--- src/vfuPkg.sv ---
package vfuPkg;

    localparam int WordWidth = 32;
    localparam int PipeLatency = 2;     // Accept to resp for ALU and multiply
    localparam int DivCycles = 32;      // One quotient bit per iteration

    typedef logic [WordWidth-1:0] word_t;

    typedef enum logic [1:0] {
        Sew8  = 2'd0,
        Sew16 = 2'd1,
        Sew32 = 2'd2
    } vsew_e;

    typedef enum logic [1:0] {
        UnitAlu = 2'd0,
        UnitMul = 2'd1,
        UnitDiv = 2'd2
    } vfuUnit_e;

    typedef enum logic [4:0] {
        AluAdd, AluSub, AluRsb, AluAdc, AluSbc,
        AluMadc, AluMadcNoC, AluMsbc, AluMsbcNoB,
        AluAnd, AluOr, AluXor,
        AluSll, AluSrl, AluSra,
        AluSeq, AluSne, AluSlt, AluSle, AluSgt,
        AluMin, AluMax, AluMerge, AluMove
    } aluOp_e;

    typedef enum logic [1:0] {
        MulLow    = 2'd0,
        MulHigh   = 2'd1,   // Signed x signed
        MulHighU  = 2'd2,   // Unsigned x unsigned
        MulHighSU = 2'd3    // Signed opA x unsigned opB
    } mulOp_e;

    typedef enum logic [1:0] {
        DivQuot  = 2'd0,
        DivRem   = 2'd1,
        DivQuotU = 2'd2,
        DivRemU  = 2'd3
    } divOp_e;

    typedef struct packed {
        vfuUnit_e unit;
        aluOp_e   aluOp;
        mulOp_e   mulOp;
        divOp_e   divOp;
        logic     isUnsigned;   // Compares, min and max
    } vfuOp_t;

    typedef struct packed {
        logic   valid;
        word_t  opA;
        word_t  opB;
        logic   maskBit;
        vsew_e  sew;
        vfuOp_t op;
    } vfuReq_t;

    typedef struct packed {
        logic  valid;
        word_t result;
    } vfuResp_t;

    typedef struct packed {
        logic   en;
        word_t  opA;
        word_t  opB;
        mulOp_e mulOp;
    } mulIn_t;

    typedef struct packed {
        logic  valid;
        word_t product;
    } mulOut_t;

    typedef struct packed {
        logic   start;
        word_t  dividend;
        word_t  divisor;
        divOp_e divOp;
    } divIn_t;

    typedef struct packed {
        logic  busy;
        logic  done;
        word_t result;
    } divOut_t;

endpackage
--- src/vectorAlu.sv ---
module vectorAlu (
    input  vfuPkg::word_t  opA,
    input  vfuPkg::word_t  opB,
    input  logic           maskBit,
    input  vfuPkg::vsew_e  sew,
    input  vfuPkg::vfuOp_t op,
    output vfuPkg::word_t  result
);
    import vfuPkg::*;

    logic [$clog2(WordWidth)-1:0] shamt;
    logic                         carryIn;
    logic                         borrowIn;
    logic [WordWidth:0]           sumExt;
    logic [WordWidth:0]           diffExt;
    logic                         lessThan;
    logic                         equal;

    // Shift amount limited by element width
    always_comb begin
        case (sew)
            Sew8:    shamt = {2'b00, opB[2:0]};
            Sew16:   shamt = {1'b0, opB[3:0]};
            default: shamt = opB[4:0];
        endcase
    end

    assign carryIn = maskBit && ((op.aluOp == AluAdc) || (op.aluOp == AluMadc));
    assign borrowIn = maskBit && ((op.aluOp == AluSbc) || (op.aluOp == AluMsbc));

    // One adder and one subtractor shared by all add and subtract forms
    assign sumExt = {1'b0, opA} + {1'b0, opB} + {{WordWidth{1'b0}}, carryIn};
    assign diffExt = {1'b0, opA} - {1'b0, opB} - {{WordWidth{1'b0}}, borrowIn};

    assign equal = (opA == opB);

    always_comb begin
        if (op.isUnsigned) begin
            lessThan = (opA < opB);
        end else begin
            lessThan = ($signed(opA) < $signed(opB));
        end
    end

    always_comb begin
        result = '0;
        case (op.aluOp)
            AluAdd, AluAdc: begin
                result = sumExt[WordWidth-1:0];
            end
            AluSub, AluSbc: begin
                result = diffExt[WordWidth-1:0];
            end
            AluRsb: begin
                result = opB - opA;
            end
            AluMadc, AluMadcNoC: begin
                result = {{(WordWidth-1){1'b0}}, sumExt[WordWidth]};    // Carry out
            end
            AluMsbc, AluMsbcNoB: begin
                result = {{(WordWidth-1){1'b0}}, diffExt[WordWidth]};   // Borrow out
            end
            AluAnd: begin
                result = opA & opB;
            end
            AluOr: begin
                result = opA | opB;
            end
            AluXor: begin
                result = opA ^ opB;
            end
            AluSll: begin
                result = opA << shamt;
            end
            AluSrl: begin
                result = opA >> shamt;
            end
            AluSra: begin
                result = word_t'($signed(opA) >>> shamt);
            end
            AluSeq: begin
                result = {{(WordWidth-1){1'b0}}, equal};
            end
            AluSne: begin
                result = {{(WordWidth-1){1'b0}}, !equal};
            end
            AluSlt: begin
                result = {{(WordWidth-1){1'b0}}, lessThan};
            end
            AluSle: begin
                result = {{(WordWidth-1){1'b0}}, lessThan || equal};
            end
            AluSgt: begin
                result = {{(WordWidth-1){1'b0}}, !(lessThan || equal)};
            end
            AluMin: begin
                result = lessThan ? opA : opB;
            end
            AluMax: begin
                result = lessThan ? opB : opA;
            end
            AluMerge: begin
                result = maskBit ? opB : opA;
            end
            AluMove: begin
                result = opB;       // Also covers scalar move
            end
            default: begin
                result = '0;
            end
        endcase
    end

endmodule

--- src/vectorDivider.sv ---
module vectorDivider (
    input  logic            CLK,
    input  logic            rst,
    input  vfuPkg::divIn_t  divIn,
    output vfuPkg::divOut_t divOut
);
    import vfuPkg::*;

    typedef enum logic [1:0] {
        DivIdle,
        DivRun,
        DivDone
    } divState_e;

    divState_e                    state;
    logic [$clog2(DivCycles)-1:0] count;
    word_t                        quo;
    word_t                        rem;
    word_t                        divisorMag;
    word_t                        dividendSave;
    logic                         negQ;
    logic                         negR;
    logic                         isRem;
    logic                         byZero;
    logic                         overflow;
    logic                         signedOp;
    word_t                        absA;
    word_t                        absB;
    logic [WordWidth:0]           remShift;
    logic [WordWidth:0]           trial;
    logic                         fits;
    word_t                        quoFix;
    word_t                        remFix;

    assign signedOp = (divIn.divOp == DivQuot) || (divIn.divOp == DivRem);
    assign absA = (signedOp && divIn.dividend[WordWidth-1]) ? -divIn.dividend : divIn.dividend;
    assign absB = (signedOp && divIn.divisor[WordWidth-1]) ? -divIn.divisor : divIn.divisor;

    // Restoring step
    assign remShift = {rem, quo[WordWidth-1]};
    assign trial = remShift - {1'b0, divisorMag};
    assign fits = (remShift >= {1'b0, divisorMag});

    always_ff @(posedge CLK) begin
        if (rst) begin
            state <= DivIdle;
            count <= '0;
        end else begin
            case (state)
                DivIdle: begin
                    if (divIn.start) begin
                        state <= DivRun;
                        count <= '0;
                    end
                end
                DivRun: begin
                    count <= count + 1'b1;
                    if (count == DivCycles - 1) begin
                        state <= DivDone;
                    end
                end
                default: begin
                    state <= DivIdle;   // Done lasts one cycle
                end
            endcase
        end
    end

    always_ff @(posedge CLK) begin
        if ((state == DivIdle) && divIn.start) begin
            quo <= absA;
            rem <= '0;
            divisorMag <= absB;
            dividendSave <= divIn.dividend;
            negQ <= signedOp && (divIn.dividend[WordWidth-1] ^ divIn.divisor[WordWidth-1]);
            negR <= signedOp && divIn.dividend[WordWidth-1];
            isRem <= (divIn.divOp == DivRem) || (divIn.divOp == DivRemU);
            byZero <= (divIn.divisor == '0);
            overflow <= signedOp && (divIn.dividend == {1'b1, {(WordWidth-1){1'b0}}})
                        && (divIn.divisor == '1);
        end else if (state == DivRun) begin
            rem <= fits ? trial[WordWidth-1:0] : remShift[WordWidth-1:0];
            quo <= {quo[WordWidth-2:0], fits};
        end
    end

    assign quoFix = negQ ? -quo : quo;
    assign remFix = negR ? -rem : rem;

    // RISC-V rules for divide by zero and overflow
    assign divOut.result = byZero   ? (isRem ? dividendSave : '1) :
                           overflow ? (isRem ? '0 : dividendSave) :
                                      (isRem ? remFix : quoFix);

    assign divOut.busy = (state != DivIdle);
    assign divOut.done = (state == DivDone);

    noStartWhileBusy: assert property (
        @(posedge CLK) disable iff (rst)
        !(divIn.start && divOut.busy)
    ) else $error("divider start while busy");

endmodule

--- src/vectorFunctionalUnit.sv ---
module vectorFunctionalUnit (
    input  logic             CLK,
    input  logic             rst,
    input  vfuPkg::vfuReq_t  req,
    output vfuPkg::vfuResp_t resp,
    output logic             stall
);
    import vfuPkg::*;

    typedef struct packed {
        logic  valid;
        logic  isMul;       // Result comes from multiplier at the output
        word_t result;
    } stage_t;

    stage_t [PipeLatency-1:0] pipe;
    stage_t                   pipeOut;
    vfuResp_t                 divResp;
    mulIn_t                   mulIn;
    mulOut_t                  mulOut;
    divIn_t                   divIn;
    divOut_t                  divOut;
    word_t                    aluResult;
    logic                     accept;
    logic                     isMul;
    logic                     isDiv;
    logic                     passOpA;
    logic                     pipeBusy;

    assign isMul = (req.op.unit == UnitMul) && !req.maskBit;
    assign isDiv = (req.op.unit == UnitDiv) && !req.maskBit;
    assign passOpA = req.maskBit && ((req.op.unit == UnitMul) || (req.op.unit == UnitDiv));

    always_comb begin
        pipeBusy = 1'b0;
        for (int i = 0; i < PipeLatency; i++) begin
            pipeBusy = pipeBusy | pipe[i].valid;
        end
    end

    // Divides wait for an empty pipeline and everything waits on the divider
    assign stall = divOut.busy || (req.valid && isDiv && pipeBusy);
    assign accept = req.valid && !stall;

    vectorAlu aluInst (
        .opA     (req.opA),
        .opB     (req.opB),
        .maskBit (req.maskBit),
        .sew     (req.sew),
        .op      (req.op),
        .result  (aluResult)
    );

    assign mulIn = '{en: accept && isMul, opA: req.opA, opB: req.opB, mulOp: req.op.mulOp};
    assign divIn = '{start: accept && isDiv, dividend: req.opA, divisor: req.opB,
                     divOp: req.op.divOp};

    vectorMultiplier mulInst (
        .CLK,
        .rst,
        .mulIn,
        .mulOut
    );

    vectorDivider divInst (
        .CLK,
        .rst,
        .divIn,
        .divOut
    );

    always_ff @(posedge CLK) begin
        pipe[0].result <= passOpA ? req.opA : aluResult;
        for (int i = 1; i < PipeLatency; i++) begin
            pipe[i].result <= pipe[i-1].result;
        end
        divResp.result <= divOut.result;
        if (rst) begin
            for (int i = 0; i < PipeLatency; i++) begin
                pipe[i].valid <= 1'b0;
                pipe[i].isMul <= 1'b0;
            end
            divResp.valid <= 1'b0;
        end else begin
            pipe[0].valid <= accept && !isDiv;
            pipe[0].isMul <= accept && isMul;
            for (int i = 1; i < PipeLatency; i++) begin
                pipe[i].valid <= pipe[i-1].valid;
                pipe[i].isMul <= pipe[i-1].isMul;
            end
            divResp.valid <= divOut.done;
        end
    end

    assign pipeOut = pipe[PipeLatency-1];

    always_comb begin
        resp.valid = pipeOut.valid || divResp.valid;
        if (divResp.valid) begin
            resp.result = divResp.result;
        end else if (pipeOut.isMul) begin
            resp.result = mulOut.product;
        end else begin
            resp.result = pipeOut.result;
        end
    end

    noDivCollision: assert property (
        @(posedge CLK) disable iff (rst)
        !(pipeBusy && divOut.done)
    ) else $error("pipeline result collides with divider done");

    mulAligned: assert property (
        @(posedge CLK) disable iff (rst)
        (pipeOut.valid && pipeOut.isMul) |-> mulOut.valid
    ) else $error("multiplier product not aligned with output stage");

endmodule

--- src/vectorMultiplier.sv ---
module vectorMultiplier (
    input  logic            CLK,
    input  logic            rst,
    input  vfuPkg::mulIn_t  mulIn,
    output vfuPkg::mulOut_t mulOut
);
    import vfuPkg::*;

    logic                          signExtA;
    logic                          signExtB;
    logic signed [WordWidth:0]     extA;
    logic signed [WordWidth:0]     extB;
    logic signed [2*WordWidth+1:0] partial;
    mulOp_e                        stageOp;
    logic                          stageValid;
    logic                          outValid;
    word_t                         outProduct;

    // Operand signedness per multiply form
    always_comb begin
        signExtA = (mulIn.mulOp != MulHighU);
        signExtB = (mulIn.mulOp == MulLow) || (mulIn.mulOp == MulHigh);
    end

    assign extA = {signExtA & mulIn.opA[WordWidth-1], mulIn.opA};
    assign extB = {signExtB & mulIn.opB[WordWidth-1], mulIn.opB};

    // Stage one holds the full 33x33 product
    always_ff @(posedge CLK) begin
        if (mulIn.en) begin
            partial <= extA * extB;
            stageOp <= mulIn.mulOp;
        end
    end

    // Stage two picks the half
    always_ff @(posedge CLK) begin
        if (stageValid) begin
            if (stageOp == MulLow) begin
                outProduct <= partial[WordWidth-1:0];
            end else begin
                outProduct <= partial[2*WordWidth-1:WordWidth];
            end
        end
    end

    always_ff @(posedge CLK) begin
        if (rst) begin
            stageValid <= 1'b0;
            outValid <= 1'b0;
        end else begin
            stageValid <= mulIn.en;
            outValid <= stageValid;
        end
    end

    assign mulOut.valid = outValid;
    assign mulOut.product = outProduct;

    validFollowsEn: assert property (
        @(posedge CLK) disable iff (rst)
        mulOut.valid |-> $past(mulIn.en, 2)
    ) else $error("multiplier valid without en two cycles earlier");

endmodule

--- config.mk ---
export PLATFORM = sky130hd
export DESIGN_NAME = vectorFunctionalUnit
export DESIGN_NICKNAME = d
export VERILOG_FILES = /design/src/vfuPkg.sv /design/src/vectorAlu.sv /design/src/vectorDivider.sv /design/src/vectorFunctionalUnit.sv /design/src/vectorMultiplier.sv
export SDC_FILE = /design/constraint.sdc
export NUM_CORES = 2
export LEC_CHECK = 0
export BUFFER_PORTS_ARGS = -buffer_cell sky130_fd_sc_hd__buf_2
export CORE_MARGIN = 2
export CORE_UTILIZATION = 30
export DETAILED_ROUTE_END_ITERATION = 10
export GPL_ROUTABILITY_DRIVEN = 0
export PLACE_DENSITY = 0.41
export SKIP_CTS_REPAIR_TIMING = 1
export SLEW_MARGIN = 20
export SYNTH_ARGS = -nofsm -noshare
export SYNTH_HDL_FRONTEND = slang
export SYNTH_HIERARCHICAL = 1
export SYNTH_SLANG_ARGS = --single-unit
--- constraint.sdc ---
create_clock -name CLK -period 14.5 [get_ports CLK]
set_clock_uncertainty 0.1 [all_clocks]
set_input_delay 2.9 -clock CLK [delete_from_list [all_inputs] [get_ports CLK]]
set_output_delay 2.9 -clock CLK [all_outputs]
set_load 0.1 [all_outputs]
==> impl.org <==
** Status
- Outcome :: completed

** Global routing
- The via count of the first global-routing pass came to 58100.
- The initial antenna violation count came to 22.
- The first global-routing pass estimated 404 mm of wire.
- Congestion Overflow GR :: 0
- Entering global routing, the biggest net connects 71 pins.
- Across every metal layer, demand over resource in global routing totals 23.6%.

** Cells and area
- Share of final-layout standard cells stronger than drive strength 1 :: 7.52%
- Util after Layout :: 32.4%
- The top cell types in the final layout, fill and taps aside, are sky130_fd_sc_hd__inv_1 (1296), sky130_fd_sc_hd__fa_1 (1131), sky130_fd_sc_hd__nand2_1 (1049).
- Layout Area Growth over Synthesis :: 7.28%
- Leaving out fill and tap cells, the most frequent cell in the layout is sky130_fd_sc_hd__inv_1.
- Nets@finish :: 9117

** Synthesis
- Net count of the mapped netlist :: 9267
- During synthesis, Yosys emitted a total of 6 warnings.
- Synthesized instance count :: 7612
- Post-Syn Area :: a little under 70000 um^2
- In this run the mean area of a mapped cell was 8.94 um^2.

** Timing
- Derived from the worst setup path, the maximum achievable clock frequency is about 90 MHz.
- Total negative slack :: 0 ns
- Unrepaired setup endpoints after global routing :: no
- # setup viols final :: 0
- Actual slew at the worst max-slew pin :: 1.17 ns
- Max transition margin :: 22.3%
- Period Utilization, post-route :: 77.7%
- Final Max Slew Viols :: 0
- The number of hold-slack violations in the final timing report was 0.
- Worst Hold Margin :: approximately 0.21 ns
- The clock period could shrink to ~11 ns.

** CTS
- The tree is rooted in a sky130_fd_sc_hd__clkbuf_16.
- H-tree lvl count :: 2
- At the later pin of the worst-skew pair, clock insertion delay measures 0.59 ns.
- TritonCTS built the clock tree.
- Clock-pin slew was measured on the worst setup and hold paths at 0.06 ns.
- The clock passes through at most 3 buffers.
- Clock tree synthesis inserted a total of 44 buffers.
- Total clock sinks :: 340

** Die
- Rows :: 174
- Overall die width :: 480 um
- The die covers approximately 230000 um^2.
- The core region is between 200000 and 250000 um^2.
- During I/O placement, the number of pins put on the boundary was 116.
- Initial Utilization :: 30.2%
- The die is 480 um tall.

** Drt
- In the routed design, unresolved DRC markers number 0.
- Number of iterations in the first detailed-routing pass :: 6
- Wire length per cell after detailed routing :: 26.1 um
- Detailed routing inserted a total of 55000 vias.
- The detailed router finished its first iteration with 4547 violations.
- After detailed routing, the total wire length is between 200 and 300 mm.
- Dividing the detail-routed via count by the number of cells gives 5.24.
- Antenna-violating nets left :: 0

** Setup path
- The worst setup path is captured at a register.
- STA classifies the critical path startpoint as a primary input.
- In this run the critical register-to-register path is launched from divInst/rem[9].
- Highest fanout seen on the critical path :: 21
- Slowest cell on crit path :: sky130_fd_sc_hd__fa_1
- Cell repeated most along the worst path :: sky130_fd_sc_hd__fa_1
- Sum of buffers and inverters on the critical path :: 5
- In this design, the largest share of critical-path delay is due to adder cells.
- Setup CP Type :: primary input to register
- Critical path's largest stage delay :: roughly 0.9 ns
- Start point of the critical path :: req[78]
- Worst endpoint required time :: 14.72 ns
- At the worst endpoint, the arrival time is approximately 11 ns.

** Place
- Buffers placed on the I/O ports in this run total 115.
- Post-DP HPWL :: around 210 mm

** Run
- Maxcap violations :: 0

** Worst hold path
- HP Start :: pipe[2]
- The tightest min-delay check is of the register to register type.
worst paths after layout:
| path | end | slack, ns | cells past startpoint |
|---|---|---|---|
| setup / recovery | mulInst/partial[61] | 3.24 | 25 |
| setup reg to reg | divInst/rem[21] | 10.19 | 11 |
| hold reg to reg | pipe[36] | 0.21 | 0 |
| hold / removal | pipe[36] | 0.21 | 0 |
routing by layer:
metal	track usage, %	vias up	wire length, um
met5	0	-	34
met4	6.91	6	9530
met3	1.96	334	12900
met2	39.9	1657	131000
met1	32.0	28800	120000
li1	-	24300	-
through the flow:
step                      setup WS, ns  area [um^2]  std cells
after global routing              2.83        73000      10500
after CTS                         3.26        72900      10500
after detailed placement          2.65        71500      10400
after floorplan                   3.48        68000       7612
after global placement            2.63        71500      10400
final                             3.24        73000      10500
area by class of cell:
type	count	area, um^2
multi-input combinational	5525	52500
timing repair buffer	250	1620
inverter	1301	4880
fill	23700	152000
tap	2992	3740
clock buffer	53	1200
clock inverter	27	254
antenna	8	20.0
sequential	340	8800
registers in the layout, summed over array words and instances, names as in the netlist:
name,cells
mulInst/outProduct,32
mulInst/partial,64
divInst/overflow,1
divInst/negQ,1
divInst/quo,32
pipe,68
divInst/negR,1
divInst/dividendSave,32
mulInst/stageValid,1
divInst/divisorMag,32
divInst/count,5
mulInst/stageOp,2
divInst/rem,32
divInst/byZero,1
divInst/state,2
divResp,33
divInst/isRem,1
Power is not shown: default switching activity piles up to over one toggle a cycle in this logic, so the estimate is an artifact.
